==> config.mk <==
export PLATFORM = sky130hd
export DESIGN_NAME = cfb_top
export DESIGN_NICKNAME = d
export VERILOG_FILES = /design/src/des_pkg.sv /design/src/cfb_top.sv /design/src/cfb_ctrl.sv /design/src/des_engine.sv /design/src/des_round.sv /design/src/key_schedule.sv
export SDC_FILE = /design/constraint.sdc
export NUM_CORES = 1
export LEC_CHECK = 0
export BUFFER_PORTS_ARGS = -buffer_cell sky130_fd_sc_hd__buf_2
export CAP_MARGIN = 20
export CORE_UTILIZATION = 51
export CTS_CLUSTER_DIAMETER = 200
export DETAILED_ROUTE_END_ITERATION = 16
export PLACE_DENSITY = 0.8
export SKIP_LAST_GASP = 1
export SYNTH_ARGS = -nofsm -noshare
export SYNTH_HDL_FRONTEND = slang
export SYNTH_SLANG_ARGS = --single-unit
export TNS_END_PERCENT = 5
==> constraint.sdc <==
create_clock -name CLK -period 2.4 [get_ports CLK]
set_input_delay 0.72 -clock CLK [delete_from_list [all_inputs] [get_ports CLK]]
set_output_delay 0.72 -clock CLK [all_outputs]
set_load 0.02 [all_outputs]
==> src/des_sbox.hex <==
efa72c4d
410dc1b2
d89e4a28
1ee31fe4
266079f6
fb36a20f
b3f9b68b
845a68d1
3911803a
a7d25dc9
62c83393
cd75f47e
5cbbde55
904c07a0
0524e56c
7a8f9b17
03ddead1
fd78bf0f
740b24bd
4795c278
ef36474a
224f7c93
d860d917
1ea315a4
ac2456ec
60870135
c152fd56
baecaecb
96c13020
59ba9bfe
3bfe8389
85196862
40da4917
1e662e4b
e7491fb4
8b90b5d1
da8ca2c9
64fbd83c
2d377c7e
b10d83e2
f5bff7a0
c81190f6
9c23c46a
76ce5a8d
3955610f
a3a23d53
52e80b95
0f74e628
fd13b462
c8af83b1
8ad0c2de
21067c87
436a1914
9f91e54a
148d2fa8
7278da7d
5b496b9f
b6f4fe5c
37e50109
ec3b97f0
a0bca6e3
05574025
6e225836
d9ce3dcb

==> src/des_pkg.sv <==
package des_pkg;

  // Bit 0 is the leftmost bit throughout, as in the DES standard
  typedef logic [0:63] block_t;
  typedef logic [0:31] half_t;
  typedef logic [0:47] subkey_t;
  typedef logic [0:7]  byte_t;
  typedef logic [3:0]  round_t;

  localparam int NUM_ROUNDS = 16;

  localparam string SBOX_FILE = "/design/src/des_sbox.hex";

  // Tables hold zero-based source bit positions
  localparam int IP_TABLE [64] = '{
    57, 49, 41, 33, 25, 17,  9,  1, 59, 51, 43, 35, 27, 19, 11,  3,
    61, 53, 45, 37, 29, 21, 13,  5, 63, 55, 47, 39, 31, 23, 15,  7,
    56, 48, 40, 32, 24, 16,  8,  0, 58, 50, 42, 34, 26, 18, 10,  2,
    60, 52, 44, 36, 28, 20, 12,  4, 62, 54, 46, 38, 30, 22, 14,  6
  };

  localparam int FP_TABLE [64] = '{
    39,  7, 47, 15, 55, 23, 63, 31, 38,  6, 46, 14, 54, 22, 62, 30,
    37,  5, 45, 13, 53, 21, 61, 29, 36,  4, 44, 12, 52, 20, 60, 28,
    35,  3, 43, 11, 51, 19, 59, 27, 34,  2, 42, 10, 50, 18, 58, 26,
    33,  1, 41,  9, 49, 17, 57, 25, 32,  0, 40,  8, 48, 16, 56, 24
  };

  localparam int E_TABLE [48] = '{
    31,  0,  1,  2,  3,  4,  3,  4,  5,  6,  7,  8,  7,  8,  9, 10,
    11, 12, 11, 12, 13, 14, 15, 16, 15, 16, 17, 18, 19, 20, 19, 20,
    21, 22, 23, 24, 23, 24, 25, 26, 27, 28, 27, 28, 29, 30, 31,  0
  };

  localparam int P_TABLE [32] = '{
    15,  6, 19, 20, 28, 11, 27, 16,  0, 14, 22, 25,  4, 17, 30,  9,
     1,  7, 23, 13, 31, 26,  2,  8, 18, 12, 29,  5, 21, 10,  3, 24
  };

  // First 28 entries build the C half and the rest build the D half
  localparam int PC1_TABLE [56] = '{
    56, 48, 40, 32, 24, 16,  8,  0, 57, 49, 41, 33, 25, 17,
     9,  1, 58, 50, 42, 34, 26, 18, 10,  2, 59, 51, 43, 35,
    62, 54, 46, 38, 30, 22, 14,  6, 61, 53, 45, 37, 29, 21,
    13,  5, 60, 52, 44, 36, 28, 20, 12,  4, 27, 19, 11,  3
  };

  localparam int PC2_TABLE [48] = '{
    13, 16, 10, 23,  0,  4,  2, 27, 14,  5, 20,  9, 22, 18, 11,  3,
    25,  7, 15,  6, 26, 19, 12,  1, 40, 51, 30, 36, 46, 54, 29, 39,
    50, 44, 32, 47, 43, 48, 38, 55, 33, 52, 45, 41, 49, 35, 28, 31
  };

  localparam int SHIFT_TABLE [16] = '{1, 1, 2, 2, 2, 2, 2, 2, 1, 2, 2, 2, 2, 2, 2, 1};

endpackage
==> src/cfb_top.sv <==
`timescale 1ns/10ps

module cfb_top import des_pkg::*; (
  input  logic   CLK,
  input  logic   RST,
  input  block_t key,
  input  block_t iv,
  input  logic   init,
  input  logic   decrypt,
  input  logic   req,
  input  byte_t  data_in,
  output logic   ack,
  output byte_t  data_out
);

  logic    key_ready;
  logic    start;
  logic    done;
  block_t  block_in;
  block_t  block_out;
  round_t  round_idx;
  subkey_t subkey;

  cfb_ctrl i_cfb_ctrl (
    .CLK       (CLK),
    .RST       (RST),
    .iv        (iv),
    .init      (init),
    .decrypt   (decrypt),
    .req       (req),
    .data_in   (data_in),
    .ack       (ack),
    .data_out  (data_out),
    .key_ready (key_ready),
    .start     (start),
    .block_in  (block_in),
    .done      (done),
    .block_out (block_out)
  );

  key_schedule i_key_schedule (
    .CLK       (CLK),
    .RST       (RST),
    .key       (key),
    .init      (init),
    .key_ready (key_ready),
    .round_idx (round_idx),
    .subkey    (subkey)
  );

  des_engine i_des_engine (
    .CLK       (CLK),
    .RST       (RST),
    .start     (start),
    .block_in  (block_in),
    .done      (done),
    .block_out (block_out),
    .round_idx (round_idx),
    .subkey    (subkey)
  );

endmodule

==> src/cfb_ctrl.sv <==
`timescale 1ns/10ps

module cfb_ctrl import des_pkg::*; (
  input  logic   CLK,
  input  logic   RST,
  input  block_t iv,
  input  logic   init,
  input  logic   decrypt,
  input  logic   req,
  input  byte_t  data_in,
  output logic   ack,
  output byte_t  data_out,
  input  logic   key_ready,
  output logic   start,
  output block_t block_in,
  input  logic   done,
  input  block_t block_out
);

  typedef enum logic [2:0] {IDLE, WAIT_KEY, RUN, ACK, RELEASE} state_t;

  state_t state;
  block_t fb_reg;
  byte_t  din_q;
  logic   dec_q;
  byte_t  result;
  byte_t  fb_byte;

  // Leftmost keystream byte mixed with the captured input
  assign result = block_out[0:7] ^ din_q;

  // The ciphertext byte is always the one fed back
  assign fb_byte  = dec_q ? din_q : result;
  assign block_in = fb_reg;

  always_ff @(posedge CLK or negedge RST) begin
    if (!RST) begin
      state    <= IDLE;
      ack      <= 1'b0;
      start    <= 1'b0;
      data_out <= '0;
      fb_reg   <= '0;
    end else if (init) begin
      state  <= IDLE;
      ack    <= 1'b0;
      start  <= 1'b0;
      fb_reg <= iv;
    end else begin
      start <= 1'b0;
      case (state)
        IDLE: begin
          if (req) begin
            if (key_ready) begin
              start <= 1'b1;
              state <= RUN;
            end else begin
              state <= WAIT_KEY;
            end
          end
        end
        WAIT_KEY: begin
          if (key_ready) begin
            start <= 1'b1;
            state <= RUN;
          end
        end
        RUN: begin
          if (done) begin
            data_out <= result;
            fb_reg   <= {fb_reg[8:63], fb_byte};
            ack      <= 1'b1;
            state    <= ACK;
          end
        end
        ACK: begin
          if (!req) begin
            ack   <= 1'b0;
            state <= RELEASE;
          end
        end
        RELEASE: state <= IDLE;
        default: state <= IDLE;
      endcase
    end
  end

  always_ff @(posedge CLK) begin
    if (state == IDLE && req) begin
      din_q <= data_in;
      dec_q <= decrypt;
    end
  end

endmodule

==> src/des_engine.sv <==
`timescale 1ns/10ps

module des_engine import des_pkg::*; (
  input  logic    CLK,
  input  logic    RST,
  input  logic    start,
  input  block_t  block_in,
  output logic    done,
  output block_t  block_out,
  output round_t  round_idx,
  input  subkey_t subkey
);

  typedef enum logic {IDLE, ROUNDS} state_t;

  state_t state;
  half_t  left;
  half_t  right;
  half_t  left_next;
  half_t  right_next;
  block_t ip_block;

  des_round i_des_round (
    .left       (left),
    .right      (right),
    .subkey     (subkey),
    .left_next  (left_next),
    .right_next (right_next)
  );

  always_comb begin
    for (int i = 0; i < 64; i++) begin
      ip_block[i] = block_in[IP_TABLE[i]];
    end
  end

  // Halves are swapped back before the final permutation
  always_comb begin
    block_t preout;
    preout = {right, left};
    for (int i = 0; i < 64; i++) begin
      block_out[i] = preout[FP_TABLE[i]];
    end
  end

  always_ff @(posedge CLK or negedge RST) begin
    if (!RST) begin
      state     <= IDLE;
      round_idx <= '0;
      done      <= 1'b0;
    end else begin
      done <= 1'b0;
      case (state)
        IDLE: begin
          if (start) begin
            round_idx <= '0;
            state     <= ROUNDS;
          end
        end
        ROUNDS: begin
          round_idx <= round_idx + 1'b1;
          if (round_idx == round_t'(NUM_ROUNDS - 1)) begin
            state <= IDLE;
            done  <= 1'b1;
          end
        end
        default: state <= IDLE;
      endcase
    end
  end

  always_ff @(posedge CLK) begin
    if (state == IDLE && start) begin
      left  <= ip_block[0:31];
      right <= ip_block[32:63];
    end else if (state == ROUNDS) begin
      left  <= left_next;
      right <= right_next;
    end
  end

endmodule

==> src/des_round.sv <==
`timescale 1ns/10ps

module des_round import des_pkg::*; (
  input  half_t   left,
  input  half_t   right,
  input  subkey_t subkey,
  output half_t   left_next,
  output half_t   right_next
);

  // Each word carries one nibble per box, box 0 in the leftmost nibble
  logic [0:31] sbox [64];

  subkey_t mixed;
  half_t   sbox_out;
  half_t   f_out;

  initial begin
    $readmemh(SBOX_FILE, sbox);
  end

  always_comb begin
    subkey_t     expanded;
    logic [0:5]  chunk;
    logic [5:0]  addr;
    for (int i = 0; i < 48; i++) begin
      expanded[i] = right[E_TABLE[i]];
    end
    mixed = expanded ^ subkey;
    for (int b = 0; b < 8; b++) begin
      chunk = mixed[6*b +: 6];
      // Outer bits pick the row, inner bits the column
      addr = {chunk[0], chunk[5], chunk[1:4]};
      sbox_out[4*b +: 4] = sbox[addr][4*b +: 4];
    end
    for (int i = 0; i < 32; i++) begin
      f_out[i] = sbox_out[P_TABLE[i]];
    end
  end

  assign left_next  = right;
  assign right_next = left ^ f_out;

endmodule

==> src/key_schedule.sv <==
`timescale 1ns/10ps

module key_schedule import des_pkg::*; (
  input  logic    CLK,
  input  logic    RST,
  input  block_t  key,
  input  logic    init,
  output logic    key_ready,
  input  round_t  round_idx,
  output subkey_t subkey
);

  logic [0:55] pc1_out;
  logic [0:27] c_half;
  logic [0:27] d_half;
  logic [0:27] c_rot;
  logic [0:27] d_rot;
  logic [0:55] cd_rot;
  subkey_t     pc2_out;
  subkey_t     round_keys [NUM_ROUNDS];
  round_t      cnt;
  logic        busy;

  always_comb begin
    for (int i = 0; i < 56; i++) begin
      pc1_out[i] = key[PC1_TABLE[i]];
    end
  end

  // Rotation amount for the key that is stored this cycle
  always_comb begin
    if (SHIFT_TABLE[cnt] == 1) begin
      c_rot = {c_half[1:27], c_half[0]};
      d_rot = {d_half[1:27], d_half[0]};
    end else begin
      c_rot = {c_half[2:27], c_half[0:1]};
      d_rot = {d_half[2:27], d_half[0:1]};
    end
    cd_rot = {c_rot, d_rot};
    for (int i = 0; i < 48; i++) begin
      pc2_out[i] = cd_rot[PC2_TABLE[i]];
    end
  end

  always_ff @(posedge CLK or negedge RST) begin
    if (!RST) begin
      busy      <= 1'b0;
      cnt       <= '0;
      key_ready <= 1'b0;
    end else if (init) begin
      busy      <= 1'b1;
      cnt       <= '0;
      key_ready <= 1'b0;
    end else if (busy) begin
      cnt <= cnt + 1'b1;
      if (cnt == round_t'(NUM_ROUNDS - 1)) begin
        busy      <= 1'b0;
        key_ready <= 1'b1;
      end
    end
  end

  always_ff @(posedge CLK) begin
    if (init) begin
      c_half <= pc1_out[0:27];
      d_half <= pc1_out[28:55];
    end else if (busy) begin
      c_half          <= c_rot;
      d_half          <= d_rot;
      round_keys[cnt] <= pc2_out;
    end
  end

  assign subkey = round_keys[round_idx];

endmodule

==> results.md <==
- Clock-pin slew was measured on the worst setup and hold paths at 0.10 ns.
- Synthesis produced a netlist whose cell count is 415.
- The floorplan step defined a die boundary enclosing around 9800 um2.
- Counting every net in the synthesized netlist gives 558.
- In this run, synthesis produced a sequential element count of 106.
- The clock tree from TritonCTS is built.
- The H-tree was split into 3 levels.
- The worst-path maximum fanout is 3.
- In this run, post-CTS hold repair placed 0 buffers.
- The internal power of the cells totals 2.73 mW.
- The net count of the finished layout is 633.
- The global-route usage over all layers is 21.2%.
- The post-synthesis sequential area ratio is about 57%.
- The share of post-route cells with drive strength above 1 is roughly 23%.
- The effective utilization at floorplan is 52.4%.
- The cell type with the largest total area after synthesis is dfrtp_1.
- The number of cells on the critical path is 1.
- The start-to-end type of the worst setup path is reg -> out.
- The first global-routing pass estimated 15.8 mm of wire.
- Headroom to the max-slew limit came out at 67.6%.
- The number of placement rows is 35.
- The final hold violation count was 0.
- Dividing the detail-routed wire length by the instance count gives 15.8 um.
- Setup repair after global routing left no endpoint under its margin.
- Registers are responsible for 57.9% of the overall power.
- The minimum clock period after layout is about 1.7 ns.
- The detailed-route wire length is 9.53 mm.
- The most critical setup path has its startpoint at i_cfb_ctrl.ack$_DFFE_PN0P_.
- In this run the vertical extent of the chip is 99.0 um.
- By area the synthesized netlist is led by dfrtp_1 46%, mux2i_1 12%, edfxtp_1 11%.
- The maximum frequency from static timing analysis is 604 MHz.
- The worst IR drop on VDD is 0.508 mV.
- The detailed router finished its first iteration with 140 violations.
- Together, buffers and inverters on the worst path number 1.
- For the pin with the worst max-slew slack, the measured transition is 0.486 ns.
- After floorplanning, the core was sized to cover 9150 um2.
- Of the total power, the clock network draws 30.9%.
- The data required time at the worst endpoint is about 1.7 ns.
- The count of instances resized after the clock tree is built is 0.
- The final route contains 3,220 vias.
- The later pin in the worst-skew pair is clocked with a latency of 0.36 ns.
- The area growth from synthesis to layout is 13.8%.
- The number of detailed-route iterations in the first pass is 4.
- For this design the static power due to leakage is 2.46 nW.
- The number of distinct standard cells referenced by the synthesized netlist is 40.
- In this run the power density over the cells is 665 nW/um2.
- The number of warnings printed during yosys synthesis is 0.
- The number of global-route vias before repair is approximately 3.3k.
- The maximum number of pins on one net before global-route repair is between 70 and 80.
- The critical path goes through buf_2.
- The global-route congestion overflow total is 0.
- The number of max-slew violations in the final report is 0.
- The synthesized area is 4790 um2.
- The final weighted congestion in routability-driven placement is 0.793.
- Summed over all nets, the switching power comes to 902 uW.
- The final clock period utilization by the worst path is 69.0%.
- A synthesized cell averages approximately 12 um2.
- The number of ports placed on the die boundary is 150.
- Counting the buffers created by CTS gives 9.
- In the final timing run, aggregate negative setup slack is 0 ns.
- The slowest stage of the critical path belongs to the cell dfrtp_1.
- Setup violations remaining at the end of the flow were counted as 0.
- The count of nets left with antenna violations once routing finished came out at 0.
- The final design utilization is 59.6%.
- The flow ran to the end, and the final reports show no timing, DRC or antenna violations.
- The worst setup path is launched from a flop.
- Combinational logic is responsible for 11.3% of the overall power.
- The antenna cell count is 0.
- The worst setup path is captured at an output port.
- The master cell of the clock root buffer is clkbuf_8.
- The largest clock skew in the final design is 0.0110 ns.
- The number of antenna violations at the first check in global routing is 0.
- The worst hold-check path type is in -> async.
- The chip width is 99.0 um.
- The kind of cell adding the most delay to the critical path is flip-flops.
- The worst register-to-register path has a setup slack of 0.80 ns.
- The depth of the worst register-to-register path is 4.
- In this run the critical register-to-register path is launched from i_cfb_ctrl.state[2]$_DFFE_PN0P_.
- The data arrival at the endpoint of the critical path is approximately 0.94 ns.
- The number of design rule violations left after detail routing is 0.
- The ratio of routed vias to standard cells is 5.32.
- Clock tree synthesis found a total of 106 sinks.
- The half-perimeter wire length after placement is just under 7 mm.
- The proportion of netlist area held by the largest area contributor is 46.5%.
- The share of total power consumed by net switching is between 20% and 30%.
- The peak per-stage delay on the critical path is 0.41 ns.
- The number of input and output port buffers inserted is 85.
- The maximum clock insertion buffer count is 2.
- Post-CTS timing repair inserted 0 buffers for setup.
- The max-capacitance violation count is 0.
[per-layer routing]
layer,track usage (%),vias to the layer above,wire (um)
met3,5.18,11,370
met2,35.0,76,4600
met4,6.43,0,139
li1,-,1596,-
met5,0,-,0
met1,27.8,1537,4430
[state kept, by name (all words and copies together), names as in the netlist]
signal	flops
i_cfb_ctrl.data_out	8
i_des_engine.done	1
i_des_engine.right	4
i_cfb_ctrl.start	1
i_key_schedule.cnt	4
i_des_engine.left	4
i_key_schedule.busy	1
i_des_engine.state	1
i_cfb_ctrl.block_in	64
i_cfb_ctrl.dec_q	1
i_cfb_ctrl.ack	1
i_cfb_ctrl.state	3
i_cfb_ctrl.din_q	8
i_des_engine.round_idx	4
i_key_schedule.key_ready	1
[cells in the final DEF, fill, tap and decap left out, drive strengths merged, types with 2 or more instances in the layout]
master,netlist,layout
clkinvlp,0,2
nand3,2,2
nor2b,11,11
nor2,7,7
o211ai,8,8
a22o,3,3
ha,2,2
inv,2,2
a211oi,2,2
edfxtp,17,17
nand3b,8,8
mux2,5,5
mux2i,57,57
buf,13,91
a21oi,2,2
clkbuf,14,11
xnor2,18,18
xor2,3,3
nand2,65,65
o21ai,73,73
dfrtp,89,89
[metrics by stage]
stage / instance area (um2) / worst slack, ns / hold slack (ns) / std cells / power [mW]
after floorplan: 4790 / 0.252 / 0.424 / 415 / 2.35
after global placement: 5250 / 0.651 / 0.436 / 590 / 2.52
after detailed placement: 5250 / 0.634 / 0.448 / 590 / 2.55
after CTS: 5460 / 0.720 / 0.291 / 605 / 3.67
after global routing: 5460 / 0.698 / 0.300 / 605 / 3.80
final: 5460 / 0.743 / 0.288 / 605 / 3.63
[worst paths after layout]
kind,end
worst min register to register,i_des_engine.right[0]$_DFFE_PP_
worst max register to register,i_cfb_ctrl.block_in[4]$_DFFE_PN0P_
max in group asynchronous,i_des_engine.round_idx[3]$_DFFE_PN0P_
worst max-delay path,ack
min in group CLK,i_des_engine.right[0]$_DFFE_PP_
worst min-delay path,i_cfb_ctrl.block_in[29]$_DFFE_PN0P_
[power groups by stage]
stage | clock [mW] | combinational, mW | sequential, mW
6_report | 1.12 | 0.408 | 2.10
5_1_grt | 1.22 | 0.461 | 2.12
4_1_cts | 1.15 | 0.415 | 2.10
3_5_place_dp | 0 | 0.410 | 2.14
3_3_place_gp | 0 | 0.393 | 2.12
2_1_floorplan | 0 | 0.263 | 2.09
[synthesized netlist by cell type (all sizes together)]
cell / n
a21oi: 2
nand3: 2
and4bb: 1
xnor2: 18
xor2: 3
a211o: 1
and2: 1
nor2: 7
a211oi: 2
a41oi: 1
nor4b: 1
edfxtp: 17
nand4bb: 1
dfrtp: 89
inv: 2
a2111oi: 1
o21ai: 73
nand3b: 8
a22o: 3
mux2: 5
nor4: 1
and2b: 1
and3b: 1
nand2: 65
buf: 13
clkbuf: 14
nand4: 1
a21o: 1
o211ai: 8
and4: 1
mux2i: 57
nor2b: 11
ha: 2
nand2b: 1
[cells by family (layout without fill, tap and decap cells)]
group | after synthesis | in the layout | synth area share, %
compound gates | 92 | 92 | 10.9
buf+inv | 29 | 108 | 4.20
simple gates | 103 | 103 | 10.4
mux | 62 | 62 | 13.1
xor+xnor | 21 | 21 | 3.84
fa+ha+maj | 2 | 2 | 0.522
flops | 106 | 106 | 57.1
[area by class of cell]
| class | count | area [um2] |
|---|---|---|
| fill | 740 | 3700 |
| sequential | 106 | 2740 |
| multi-input combinational | 280 | 1860 |
| timing repair buffer | 91 | 513 |
| clock buffer | 11 | 153 |
| tap | 111 | 139 |
| clock inverter | 4 | 50.0 |
| inverter | 2 | 7.51 |
Power figures use the tool's default switching activity.
